File: src/debug_pkg.sv
package debug_pkg;

    localparam int DATA_W      = 32;
    localparam int NUM_REGS    = 32;
    localparam int IF_ID_W     = 32;
    localparam int ID_EX_W     = 129;
    localparam int EX_MEM_W    = 77;
    localparam int MEM_WB_W    = 71;
    localparam int IMEM_ADDR_W = 8;
    localparam int DMEM_ADDR_W = 6;

    localparam int BAUD_DIV   = 4;   // Simulation rate
    localparam int OVERSAMPLE = 16;

    // Dump lengths in bytes, latches padded up to whole bytes
    localparam int WORD_BYTES   = DATA_W / 8;
    localparam int REGS_BYTES   = NUM_REGS * DATA_W / 8;
    localparam int IF_ID_BYTES  = (IF_ID_W + 7) / 8;
    localparam int ID_EX_BYTES  = (ID_EX_W + 7) / 8;
    localparam int EX_MEM_BYTES = (EX_MEM_W + 7) / 8;
    localparam int MEM_WB_BYTES = (MEM_WB_W + 7) / 8;
    localparam int DUMP_BUF_W   = REGS_BYTES * 8;   // Widest field

    typedef enum logic [7:0] {
        CMD_REGS     = 8'h01,
        CMD_IF_ID    = 8'h02,
        CMD_ID_EX    = 8'h03,
        CMD_EX_MEM   = 8'h04,
        CMD_MEM_WB   = 8'h05,
        CMD_LOAD     = 8'h07,
        CMD_CONT     = 8'h08,
        CMD_STEPMODE = 8'h09,
        CMD_STEP     = 8'h0A,
        CMD_MEMREAD  = 8'h0B
    } cmd_e;

    // Order follows command codes 01 to 05
    typedef enum logic [2:0] {
        DUMP_REGS,
        DUMP_IF_ID,
        DUMP_ID_EX,
        DUMP_EX_MEM,
        DUMP_MEM_WB,
        DUMP_MEM
    } dump_sel_e;

    typedef enum logic [2:0] {
        ST_IDLE,
        ST_DUMP,
        ST_LOAD_COUNT,
        ST_LOAD_DATA,
        ST_MEM_ADDR,
        ST_STEP
    } ctrl_state_e;

    typedef struct packed {
        logic [NUM_REGS-1:0][DATA_W-1:0] regs;   // Register 0 in the low bits
        logic [IF_ID_W-1:0]              if_id;
        logic [ID_EX_W-1:0]              id_ex;
        logic [EX_MEM_W-1:0]             ex_mem;
        logic [MEM_WB_W-1:0]             mem_wb;
        logic [DATA_W-1:0]               dmem_word;
    } dbg_snapshot_t;

    typedef struct packed {
        logic                   valid;
        logic [IMEM_ADDR_W-1:0] addr;
        logic [DATA_W-1:0]      data;
    } imem_write_t;

endpackage

File: src/baud_tick_gen.sv
module baud_tick_gen (
    input  logic i_clk,
    input  logic i_reset,
    output logic o_tick
);
    import debug_pkg::*;

    logic [$clog2(BAUD_DIV)-1:0] count;

    always_ff @(posedge i_clk or posedge i_reset) begin
        if (i_reset) begin
            count  <= '0;
            o_tick <= 1'b0;
        end else begin
            o_tick <= (count == $bits(count)'(BAUD_DIV - 1));
            if (count == $bits(count)'(BAUD_DIV - 1)) begin
                count <= '0;
            end else begin
                count <= count + 1'b1;
            end
        end
    end

endmodule

File: src/uart_rx.sv
module uart_rx (
    input  logic       i_clk,
    input  logic       i_reset,
    input  logic       i_tick,
    input  logic       i_rx,
    output logic [7:0] o_data,
    output logic       o_valid
);
    import debug_pkg::*;

    logic                          rx_meta, rx_sync;
    logic                          busy;
    logic [3:0]                    bit_cnt;   // 0 start, 1..8 data, 9 stop
    logic [$clog2(OVERSAMPLE)-1:0] tick_cnt;
    logic [7:0]                    shreg;
    logic                          sample;

    // Start bit is sampled at half a bit, the rest one full bit later
    assign sample = i_tick && (tick_cnt == ((bit_cnt == 4'd0) ?
                    $bits(tick_cnt)'(OVERSAMPLE / 2 - 1) : $bits(tick_cnt)'(OVERSAMPLE - 1)));

    always_ff @(posedge i_clk or posedge i_reset) begin
        if (i_reset) begin
            rx_meta  <= 1'b1;
            rx_sync  <= 1'b1;
            busy     <= 1'b0;
            bit_cnt  <= '0;
            tick_cnt <= '0;
            o_valid  <= 1'b0;
        end else begin
            rx_meta <= i_rx;
            rx_sync <= rx_meta;
            o_valid <= 1'b0;
            if (!busy) begin
                if (!rx_sync) begin   // Falling edge of start bit
                    busy     <= 1'b1;
                    bit_cnt  <= '0;
                    tick_cnt <= '0;
                end
            end else if (sample) begin
                tick_cnt <= '0;
                if (bit_cnt == 4'd0) begin
                    if (rx_sync) begin
                        busy <= 1'b0;   // Glitch, not a start bit
                    end else begin
                        bit_cnt <= 4'd1;
                    end
                end else if (bit_cnt == 4'd9) begin
                    busy    <= 1'b0;
                    o_valid <= rx_sync;   // Bad stop bit drops the frame
                end else begin
                    bit_cnt <= bit_cnt + 1'b1;
                end
            end else if (i_tick) begin
                tick_cnt <= tick_cnt + 1'b1;
            end
        end
    end

    always_ff @(posedge i_clk) begin
        if (busy && sample && bit_cnt != 4'd0 && bit_cnt != 4'd9) begin
            shreg <= {rx_sync, shreg[7:1]};   // LSB arrives first
        end
        if (busy && sample && bit_cnt == 4'd9) begin
            o_data <= shreg;
        end
    end

    a_valid_single: assert property (@(posedge i_clk) disable iff (i_reset)
        o_valid |=> !o_valid);

endmodule

File: src/uart_tx.sv
module uart_tx (
    input  logic       i_clk,
    input  logic       i_reset,
    input  logic       i_tick,
    input  logic       i_start,
    input  logic [7:0] i_data,
    output logic       o_tx,
    output logic       o_done
);
    import debug_pkg::*;

    logic                          busy;
    logic [9:0]                    shreg;   // Stop, data, start
    logic [3:0]                    bit_cnt;
    logic [$clog2(OVERSAMPLE)-1:0] tick_cnt;

    // Shift register fills with ones, so the line idles high
    assign o_tx = shreg[0];

    always_ff @(posedge i_clk or posedge i_reset) begin
        if (i_reset) begin
            busy     <= 1'b0;
            shreg    <= '1;
            bit_cnt  <= '0;
            tick_cnt <= '0;
            o_done   <= 1'b0;
        end else begin
            o_done <= 1'b0;
            if (!busy) begin
                if (i_start) begin
                    busy     <= 1'b1;
                    shreg    <= {1'b1, i_data, 1'b0};
                    bit_cnt  <= '0;
                    tick_cnt <= '0;
                end
            end else if (i_tick) begin
                if (tick_cnt == $bits(tick_cnt)'(OVERSAMPLE - 1)) begin
                    tick_cnt <= '0;
                    shreg    <= {1'b1, shreg[9:1]};
                    if (bit_cnt == 4'd9) begin
                        busy   <= 1'b0;
                        o_done <= 1'b1;   // End of stop bit
                    end else begin
                        bit_cnt <= bit_cnt + 1'b1;
                    end
                end else begin
                    tick_cnt <= tick_cnt + 1'b1;
                end
            end
        end
    end

    a_no_start_busy: assert property (@(posedge i_clk) disable iff (i_reset)
        i_start |-> !busy);

endmodule

File: src/debug_control.sv
module debug_control (
    input  logic                               i_clk,
    input  logic                               i_reset,
    input  logic [7:0]                         i_rx_data,
    input  logic                               i_rx_valid,
    input  logic                               i_dump_done,
    input  logic                               i_load_done,
    output logic                               o_dump_start,
    output debug_pkg::dump_sel_e               o_dump_sel,
    output logic                               o_load_begin,
    output logic [7:0]                         o_load_count,
    output logic                               o_load_byte_valid,
    output logic [debug_pkg::DMEM_ADDR_W-1:0]  o_dmem_addr,
    output logic                               o_run,
    output logic                               o_step,
    output logic                               o_busy
);
    import debug_pkg::*;

    ctrl_state_e state;
    logic        run_mode;   // 1 continuous, 0 single step
    logic        loading;

    always_ff @(posedge i_clk or posedge i_reset) begin
        if (i_reset) begin
            state        <= ST_IDLE;
            run_mode     <= 1'b1;
            o_dump_start <= 1'b0;
            o_dump_sel   <= DUMP_REGS;
            o_dmem_addr  <= '0;
        end else begin
            o_dump_start <= 1'b0;
            case (state)
                ST_IDLE: begin
                    if (i_rx_valid) begin
                        case (cmd_e'(i_rx_data))
                            CMD_REGS, CMD_IF_ID, CMD_ID_EX, CMD_EX_MEM, CMD_MEM_WB: begin
                                // Codes 01..05 map onto selects 0..4
                                o_dump_sel   <= dump_sel_e'(i_rx_data[2:0] - 3'd1);
                                o_dump_start <= 1'b1;
                                state        <= ST_DUMP;
                            end
                            CMD_LOAD:     state <= ST_LOAD_COUNT;
                            CMD_CONT:     run_mode <= 1'b1;
                            CMD_STEPMODE: run_mode <= 1'b0;
                            CMD_STEP: begin
                                if (!run_mode) begin
                                    state <= ST_STEP;
                                end
                            end
                            CMD_MEMREAD:  state <= ST_MEM_ADDR;
                            default: ;    // Unknown byte
                        endcase
                    end
                end
                ST_DUMP: begin
                    if (i_dump_done) begin
                        state <= ST_IDLE;
                    end
                end
                ST_LOAD_COUNT: begin
                    if (i_rx_valid) begin
                        state <= (i_rx_data == 8'd0) ? ST_IDLE : ST_LOAD_DATA;
                    end
                end
                ST_LOAD_DATA: begin
                    if (i_load_done) begin
                        state <= ST_IDLE;
                    end
                end
                ST_MEM_ADDR: begin
                    if (i_rx_valid) begin
                        o_dmem_addr  <= i_rx_data[DMEM_ADDR_W-1:0];
                        o_dump_sel   <= DUMP_MEM;
                        o_dump_start <= 1'b1;
                        state        <= ST_DUMP;
                    end
                end
                ST_STEP: state <= ST_IDLE;
                default: state <= ST_IDLE;
            endcase
        end
    end

    assign loading           = (state == ST_LOAD_COUNT) || (state == ST_LOAD_DATA);
    assign o_load_begin      = (state == ST_LOAD_COUNT) && i_rx_valid && (i_rx_data != 8'd0);
    assign o_load_count      = i_rx_data;
    assign o_load_byte_valid = (state == ST_LOAD_DATA) && i_rx_valid;

    // Pipeline stops during a load, the saved mode comes back after
    assign o_run  = run_mode && !loading;
    assign o_step = (state == ST_STEP);
    assign o_busy = (state != ST_IDLE);

    a_step_in_step_mode: assert property (@(posedge i_clk) disable iff (i_reset)
        o_step |-> !run_mode);

endmodule

File: src/dump_serializer.sv
module dump_serializer (
    input  logic                     i_clk,
    input  logic                     i_reset,
    input  logic                     i_start,
    input  debug_pkg::dump_sel_e     i_sel,
    input  debug_pkg::dbg_snapshot_t i_snapshot,
    input  logic                     i_tx_done,
    output logic                     o_tx_start,
    output logic [7:0]               o_tx_data,
    output logic                     o_done
);
    import debug_pkg::*;

    logic [DUMP_BUF_W-1:0] field_buf;
    logic [6:0]            idx;
    logic [6:0]            last_idx;
    logic                  active;

    // Copy taken at start so the dump is one consistent view
    always_ff @(posedge i_clk) begin
        if (i_start && !active) begin
            field_buf <= '0;   // Zero padding above the field
            case (i_sel)
                DUMP_REGS: begin
                    field_buf <= i_snapshot.regs;
                    last_idx  <= 7'(REGS_BYTES - 1);
                end
                DUMP_IF_ID: begin
                    field_buf[IF_ID_W-1:0] <= i_snapshot.if_id;
                    last_idx               <= 7'(IF_ID_BYTES - 1);
                end
                DUMP_ID_EX: begin
                    field_buf[ID_EX_W-1:0] <= i_snapshot.id_ex;
                    last_idx               <= 7'(ID_EX_BYTES - 1);
                end
                DUMP_EX_MEM: begin
                    field_buf[EX_MEM_W-1:0] <= i_snapshot.ex_mem;
                    last_idx                <= 7'(EX_MEM_BYTES - 1);
                end
                DUMP_MEM_WB: begin
                    field_buf[MEM_WB_W-1:0] <= i_snapshot.mem_wb;
                    last_idx                <= 7'(MEM_WB_BYTES - 1);
                end
                default: begin
                    field_buf[DATA_W-1:0] <= i_snapshot.dmem_word;
                    last_idx              <= 7'(WORD_BYTES - 1);
                end
            endcase
        end
    end

    always_ff @(posedge i_clk or posedge i_reset) begin
        if (i_reset) begin
            active     <= 1'b0;
            idx        <= '0;
            o_tx_start <= 1'b0;
            o_done     <= 1'b0;
        end else begin
            o_tx_start <= 1'b0;
            o_done     <= 1'b0;
            if (i_start && !active) begin
                active     <= 1'b1;
                idx        <= '0;
                o_tx_start <= 1'b1;
            end else if (active && i_tx_done) begin
                if (idx == last_idx) begin
                    active <= 1'b0;
                    o_done <= 1'b1;
                end else begin
                    idx        <= idx + 1'b1;
                    o_tx_start <= 1'b1;   // Next byte once the line is free
                end
            end
        end
    end

    assign o_tx_data = field_buf[{idx, 3'b000} +: 8];   // LSB first

endmodule

File: src/program_loader.sv
module program_loader (
    input  logic                   i_clk,
    input  logic                   i_reset,
    input  logic                   i_begin,
    input  logic [7:0]             i_count,
    input  logic [7:0]             i_byte,
    input  logic                   i_byte_valid,
    output debug_pkg::imem_write_t o_write,
    output logic                   o_done
);
    import debug_pkg::*;

    logic [DATA_W-1:0]      word_buf;
    logic [DATA_W-1:0]      assembled;
    logic [IMEM_ADDR_W-1:0] next_addr;
    logic [IMEM_ADDR_W-1:0] write_addr;
    logic [DATA_W-1:0]      write_data;
    logic [1:0]             byte_cnt;
    logic [7:0]             words_left;
    logic                   write_valid;
    logic                   take;
    logic                   last_byte;

    assign take      = i_byte_valid && (words_left != 8'd0);
    assign last_byte = take && (byte_cnt == 2'(WORD_BYTES - 1));
    assign assembled = {i_byte, word_buf[DATA_W-1:8]};   // First byte ends up lowest

    always_ff @(posedge i_clk or posedge i_reset) begin
        if (i_reset) begin
            byte_cnt    <= '0;
            words_left  <= '0;
            next_addr   <= '0;
            write_valid <= 1'b0;
            o_done      <= 1'b0;
        end else begin
            write_valid <= 1'b0;
            o_done      <= 1'b0;
            if (i_begin) begin
                byte_cnt   <= '0;
                words_left <= i_count;
                next_addr  <= '0;
            end else if (take) begin
                byte_cnt <= byte_cnt + 1'b1;
                if (last_byte) begin
                    write_valid <= 1'b1;
                    next_addr   <= next_addr + 1'b1;
                    words_left  <= words_left - 1'b1;
                    o_done      <= (words_left == 8'd1);   // With the final write
                end
            end
        end
    end

    always_ff @(posedge i_clk) begin
        if (take) begin
            word_buf <= assembled;
        end
        if (last_byte) begin
            write_addr <= next_addr;
            write_data <= assembled;
        end
    end

    assign o_write = '{valid: write_valid, addr: write_addr, data: write_data};

endmodule

File: src/debug_unit.sv
module debug_unit (
    input  logic                              i_clk,
    input  logic                              i_reset,
    input  logic                              i_uart_rx,
    input  debug_pkg::dbg_snapshot_t          i_snapshot,
    output logic                              o_uart_tx,
    output debug_pkg::imem_write_t            o_imem_write,
    output logic [debug_pkg::DMEM_ADDR_W-1:0] o_dmem_addr,
    output logic                              o_run,
    output logic                              o_step,
    output logic                              o_busy
);
    import debug_pkg::*;

    logic       tick;
    logic [7:0] rx_data;
    logic       rx_valid;
    logic       tx_start, tx_done;
    logic [7:0] tx_data;
    logic       dump_start, dump_done;
    dump_sel_e  dump_sel;
    logic       load_begin, load_byte_valid, load_done;
    logic [7:0] load_count;

    baud_tick_gen u_baud (.i_clk(i_clk), .i_reset(i_reset), .o_tick(tick));

    uart_rx u_rx (
        .i_clk(i_clk), .i_reset(i_reset), .i_tick(tick), .i_rx(i_uart_rx),
        .o_data(rx_data), .o_valid(rx_valid)
    );

    uart_tx u_tx (
        .i_clk(i_clk), .i_reset(i_reset), .i_tick(tick), .i_start(tx_start),
        .i_data(tx_data), .o_tx(o_uart_tx), .o_done(tx_done)
    );

    debug_control u_ctrl (
        .i_clk(i_clk), .i_reset(i_reset), .i_rx_data(rx_data), .i_rx_valid(rx_valid),
        .i_dump_done(dump_done), .i_load_done(load_done), .o_dump_start(dump_start),
        .o_dump_sel(dump_sel), .o_load_begin(load_begin), .o_load_count(load_count),
        .o_load_byte_valid(load_byte_valid), .o_dmem_addr(o_dmem_addr),
        .o_run(o_run), .o_step(o_step), .o_busy(o_busy)
    );

    dump_serializer u_ser (
        .i_clk(i_clk), .i_reset(i_reset), .i_start(dump_start), .i_sel(dump_sel),
        .i_snapshot(i_snapshot), .i_tx_done(tx_done), .o_tx_start(tx_start),
        .o_tx_data(tx_data), .o_done(dump_done)
    );

    program_loader u_load (
        .i_clk(i_clk), .i_reset(i_reset), .i_begin(load_begin), .i_count(load_count),
        .i_byte(rx_data), .i_byte_valid(load_byte_valid), .o_write(o_imem_write),
        .o_done(load_done)
    );

endmodule

File: config.mk
export PLATFORM = sky130hd
export DESIGN_NAME = debug_unit
export DESIGN_NICKNAME = d
export VERILOG_FILES = /design/src/debug_pkg.sv /design/src/baud_tick_gen.sv /design/src/uart_rx.sv /design/src/uart_tx.sv /design/src/debug_control.sv /design/src/dump_serializer.sv /design/src/program_loader.sv /design/src/debug_unit.sv
export SDC_FILE = /design/constraint.sdc
export NUM_CORES = 2
export LEC_CHECK = 0
export ABC_AREA = 1
export BUFFER_PORTS_ARGS = -buffer_cell sky130_fd_sc_hd__buf_2
export CORE_AREA = 8 8 539 541
export CTS_BUF_LIST = sky130_fd_sc_hd__clkbuf_8 sky130_fd_sc_hd__clkbuf_16
export CTS_CLUSTER_DIAMETER = 60
export CTS_CLUSTER_SIZE = 16
export DETAILED_ROUTE_END_ITERATION = 10
export DIE_AREA = 0 0 547 549
export SYNTH_ARGS = -nofsm -noshare
export SYNTH_HDL_FRONTEND = slang
export SYNTH_SLANG_ARGS = --single-unit
File: constraint.sdc
create_clock -name i_clk -period 58.5 [get_ports i_clk]
set_input_delay 0 -clock i_clk [delete_from_list [all_inputs] [get_ports i_clk]]
set_output_delay 0 -clock i_clk [all_outputs]
set_load 0.02 [all_outputs]
==> results of run 1 <==
## repair_timing
action	CTS
endpoints found under the hold margin	1091
endpoints found under the setup margin	0
hold buffers	2182
## synthesized netlist by cell type, types with 2 or more instances
cell type	count
o211ai_1	75
o221ai_1	6
dfrtp_1	66
a221oi_1	18
o21ai_0	259
o32ai_1	2
ha_1	19
nand3_1	453
o22ai_1	22
buf_6	20
nand4_1	47
a21boi_0	29
dfstp_2	12
edfxtp_1	1109
o2111ai_1	2
a32o_1	19
nand2_1	1169
o31ai_1	2
a21oi_1	126
xor2_1	16
buf_1	13
nor4_1	2
o21ai_1	22
clkinv_1	3
inv_1	1027
xnor2_1	2
nor2_1	1368
clkbuf_1	136
buf_2	186
buf_4	23
a22o_1	67
nor3_1	28
inv_2	4
## metrics by stage
stage	cell area, sq um	setup WS, ns	hold WS [ns]	cells
after floorplan	57800	8.84	0.00448	6368
after global placement	68400	53.47	0.0566	11200
after detailed placement	68400	53.36	0.0571	11200
after CTS	94400	53.40	0.000436	13600
## cell families after synthesis
family | share of synthesized area
AO/OA/AOI/OAI | 0.0700
adder cells (fa/ha/maj) | 0.00411
flip-flops | 0.610
buffers and inverters | 0.100
XOR/XNOR | 0.00273
AND/OR/NAND/NOR | 0.213
multiplexers | 0.000173
## metal layers
metal  GRT usage  overflow
met5      0.0155         0
met4       0.116         2
met3      0.0936         0
met2       0.362         4
met1       0.269         1
==> flow_summary_export.csv, run 1 <==
group,metric,value,unit
grt,grt_pass1_wl,497000,um
run_status,outcome,"stopped before the end",
yosys,ys_types,49,
yosys,synth_top_area_share,0.576,
yosys,yosys_most_used_dff,"edfxtp_1",
yosys,synthCells,6368,
cts,cts_max_level,3,
yosys,yosysTopAreaCell,"edfxtp_1",
yosys,yosysWarningCount,0,
yosys,postSynthAreaPerCell,9.08,sq um
grt,overflow,7,
grt,first_global_vias,69100,
floorplanning,start_util,0.205,
yosys,synth_area,57800,sq um
grt,grtUsageTotal,0.230,
cts,clock-sinks,1187,
placement,dpl.hpwl,215000,um
yosys,yosys_register_bits,1187,
run_status,lastStage,"global routing",
cts,post_cts_buffers,0,
yosys,async_flop_share,0.0657,
grt,grt_start_max_net_pins,209,
cts,clk_path_buf_depth,4,
cts,cts_buffers,124,
floorplanning,ios,1419,
floorplanning,row_count,195,
floorplanning,dieHeight,549,um
placement,place.gp.congestion,0.908,
yosys,syn_nets,7755,
run_status,stop_error,"[ERROR GRT-0116] Global routing finished with congestion. Check the congestion regions in the DRC Viewer.",
cts,cts-resized-gates,0,
yosys,seq_area_frac_synth,0.610,
floorplanning,die_w,547,um
cts,root_buffer,"clkbuf_16",
yosys,synth_top_cells_by_area,"edfxtp_1 (58%), nor2_1 (8.9%), nand2_1 (7.6%)",
placement,numPortBuffers,1418,
yosys,synth_edf_count,1109,
==> run 2: changes to the inputs <==
--- a/config.mk
+++ b/config.mk
@@ -7,12 +7,10 @@
 export LEC_CHECK = 0
 export ABC_AREA = 1
 export BUFFER_PORTS_ARGS = -buffer_cell sky130_fd_sc_hd__buf_2
-export CORE_AREA = 8 8 539 541
-export CTS_BUF_LIST = sky130_fd_sc_hd__clkbuf_8 sky130_fd_sc_hd__clkbuf_16
-export CTS_CLUSTER_DIAMETER = 60
-export CTS_CLUSTER_SIZE = 16
+export CORE_AREA = 8 8 540 542
 export DETAILED_ROUTE_END_ITERATION = 10
-export DIE_AREA = 0 0 547 549
+export DIE_AREA = 0 0 548 550
+export PLACE_DENSITY_LB_ADDON = 0.15
 export SYNTH_ARGS = -nofsm -noshare
 export SYNTH_HDL_FRONTEND = slang
 export SYNTH_SLANG_ARGS = --single-unit
==> run 2 against run 1 <==
The flow now finishes without violations. Area after synthesis unchanged. Synthesized cell count stayed put.
==> flow_summary_export.csv, run 2 <==
group,metric,value,unit
run_status,outcome,"finished clean",
cts,root_buffer,"clkbuf_16",
yosys,synth_top_area_share,0.576,
grt,globalRouteMet3Util,0.0334,
power_and_ir_drop,p_per_area,23.1,nW/um^2
yosys,async_flop_share,0.0657,
setup_path,r2r-end,"u_ser.field_buf[656]$_SDFFCE_PP0P_",
yosys,postSynthAreaPerCell,9.08,sq um
timing,max_slew_margin,0.202,
setup_path,max_stage_delay,0.88,ns
timing,tns,0,ns
timing,finalCritPeriodShare,0.112,
power_and_ir_drop,ir_drop,0.0192,mV
floorplanning,dieHeight,550,um
cts,cts_max_level,4,
timing,fmax,153,MHz
cts,clk_path_buf_depth,4,
setup_path,rr_worst_depth,11,
min_path,holdCritPathClass,"input pin to flop",
timing,setup_viol,0,
yosys,synthCells,6368,
floorplanning,row_count,196,
setup_path,endpoint_kind,"flop",
cells_and_area,largest_reg_flops,1024,
yosys,ys_types,49,
timing,period_needed,6.54,ns
grt,grt-busiest-layer,"met2",
grt,first_global_vias,59100,
setup_path,required,59.02,ns
grt,antenna_found_initial,49,
grt,overflow,0,
cells_and_area,layout_common_cells,"dlygate4sd3_1 (1613), buf_2 (1418), nor2_1 (1364), nand2_1 (1167), edfxtp_1 (1109)",
grt,use_met1,0.264,
setup_path,ff2ff_setup_slack,51.96,ns
cells_and_area,layout-drive-gt1-share,0.187,
setup_path,critical_path_arrival,7.07,ns
cells_and_area,num-nets-final,10600,
yosys,yosysWarningCount,0,
cts,clk_latency,0.84,ns
cts,cts_buffers,159,
setup_path,cpMostUsedCell,"buf_4",
yosys,ys_top_cells_by_count,"nor2_1 (1368), nand2_1 (1169), edfxtp_1 (1109)",
power_and_ir_drop,leakage,39.2,nW
route,drcViolationCount,0,
floorplanning,die_w,548,um
yosys,synth.most_common_cell,"nor2_1",
timing,report.final.slew_viol_count,0,
min_path,min_from,"i_snapshot[921]",
cts,clock-sinks,1187,
cells_and_area,regMostFlops,"u_ser.field_buf",
floorplanning,start_util,0.204,
cts,path_clk_slew,0.06,ns
route,post_drt_wl_per_cell,23.3,um
setup_path,crit_type,"flop to flop",
cells_and_area,layout-area-overhead-vs-synth,54.9,%
yosys,seq_area_frac_synth,0.610,
placement,dpl.hpwl,216000,um
cells_and_area,final_common_cell,"dlygate4sd3_1",
min_path,hold_depth,4,
route,drt_iter0_drc,4438,
floorplanning,die_area,301000,sq um
cts,cts_tree,"built",
route,viasPerCell,4.24,
setup_path,crit_path_max_fanout,180,
yosys,synth_area,57800,sq um
timing,hold_viol,0,
min_path,min_to,"u_ser.field_buf[580]$_SDFFCE_PP0P_",
timing,finClkSkew,0.0582,ns
yosys,synth_edf_count,1109,
route,firstDrtPassIters,8,
grt,gr-usage-met2,0.313,
yosys,yosys_most_used_dff,"edfxtp_1",
timing,rsz0062_at_grt,"no",
yosys,syn_nets,7755,
placement,numPortBuffers,1418,
cts,post_cts_buffers,0,
grt,grtUsageTotal,0.195,
floorplanning,ios,1419,
timing,hold_slack,0.0738,ns
timing,tightest_slew,1.20,ns
route,routed_wl,306000,um
yosys,yosys_register_bits,1187,
cells_and_area,reg_top3,"u_ser.field_buf (1024), u_load.write_data (32), u_load.word_buf (24)",
setup_path,cp-start-kind,"flop",
yosys,yosysTopAreaCell,"edfxtp_1",
setup_path,crit_chain,"nor2_4, buf_4, inv_2, nor2_4, inv_8, buf_4, buf_4, buf_4, buf_12, buf_4, nor2_1",
floorplanning,coreArea,283000,sq um
placement,place.gp.congestion,0.890,
route,postRouteAntennaNets,0,
grt,grt_start_max_net_pins,208,
setup_path,crit_slowest_cell,"buf_4",
grt,grt_pass1_wl,430000,um
cells_and_area,fillers,29600,
yosys,synth_top_cells_by_area,"edfxtp_1 (58%), nor2_1 (8.9%), nand2_1 (7.6%)",
setup_path,r2r_start,"u_ctrl.o_dump_sel[0]$_DFFE_PP0P_",
job,max_cap_violations,0,
route,dr_total_vias,55800,
-- run 2: final cells by class --
type	instances	area, sq um	area share
Sequential cell	1187	35300	0.394
Timing Repair Buffer	3105	23900	0.267
Multi-Input combinational cell	3767	16800	0.188
Tap cell	3762	4710	0.0526
Clock buffer	191	4110	0.0459
Inverter	1035	3930	0.0439
Clock inverter	80	737	0.00823
Antenna cell	26	65.1	0.000727
-- run 2: stage by stage --
stage	instances	util	total power, mW	setup WS, ns	instance area, sq um
after floorplan	6368	-	0.978	8.84	57800
after global placement	11200	0.242	1.06	51.88	68500
after detailed placement	11200	0.242	1.06	51.76	68500
after CTS	13100	0.316	2.10	51.79	89500
after global routing	13100	0.316	2.14	51.35	89500
final	13200	0.316	2.07	51.96	89500
-- run 2: logic make-up (layout without fill, tap and decap cells) --
group                    count (synthesis)  after routing  synth area share
adder cells (fa/ha/maj)                 19             19           0.00411
AO/OA/AOI/OAI                          655            655            0.0700
other                                    0             26                 0
buffers and inverters                 1414           4411             0.100
multiplexers                             1              1          0.000173
XOR/XNOR                                18             18           0.00273
flip-flops                            1187           1187             0.610
AND/OR/NAND/NOR                       3074           3074             0.213
-- run 2: where the power goes --
group          internal (mW)  switching (mW)
Clock                  0.548           0.394
Sequential             0.928         0.00115
Combinational          0.119          0.0779
-- run 2: worst max path at each step --
stage	cells after the start	startpoint	to
after floorplan	7	u_ctrl.o_dump_start$_DFF_PP0_	u_ser.idx[0]$_DFFE_PP0P_
after global placement	11	u_ctrl.o_dump_sel[0]$_DFFE_PP0P_	u_ser.field_buf[416]$_SDFFCE_PP0P_
after detailed placement	11	u_ctrl.o_dump_sel[0]$_DFFE_PP0P_	u_ser.field_buf[656]$_SDFFCE_PP0P_
after CTS	11	u_ctrl.o_dump_sel[0]$_DFFE_PP0P_	u_ser.field_buf[656]$_SDFFCE_PP0P_
after global routing	11	u_ctrl.o_dump_sel[0]$_DFFE_PP0P_	u_ser.field_buf[656]$_SDFFCE_PP0P_
final	11	u_ctrl.o_dump_sel[0]$_DFFE_PP0P_	u_ser.field_buf[656]$_SDFFCE_PP0P_
-- run 2: worst max-delay path: cells and delay by family (launching register included) --
| family | cells | cell delay, ns |
|---|---|---|
| buf+inv | 8 | 5.17 |
| simple gates | 3 | 0.29 |
| flops | 1 | 0.45 |
-- run 2: timing repair --
item                                   in CTS  in global routing
resized for setup                           0                  0
hold buffers                             1613                  0
endpoints found under the hold margin    1091                  0
-- run 2: routing by layer --
metal,part of all wire,up-vias
met1,0.45,27000
li1,-,26300
met2,0.45,2039
met5,0.00022,-
met3,0.057,477
met4,0.038,10
Note: power is estimated with default switching activity, not from simulation.
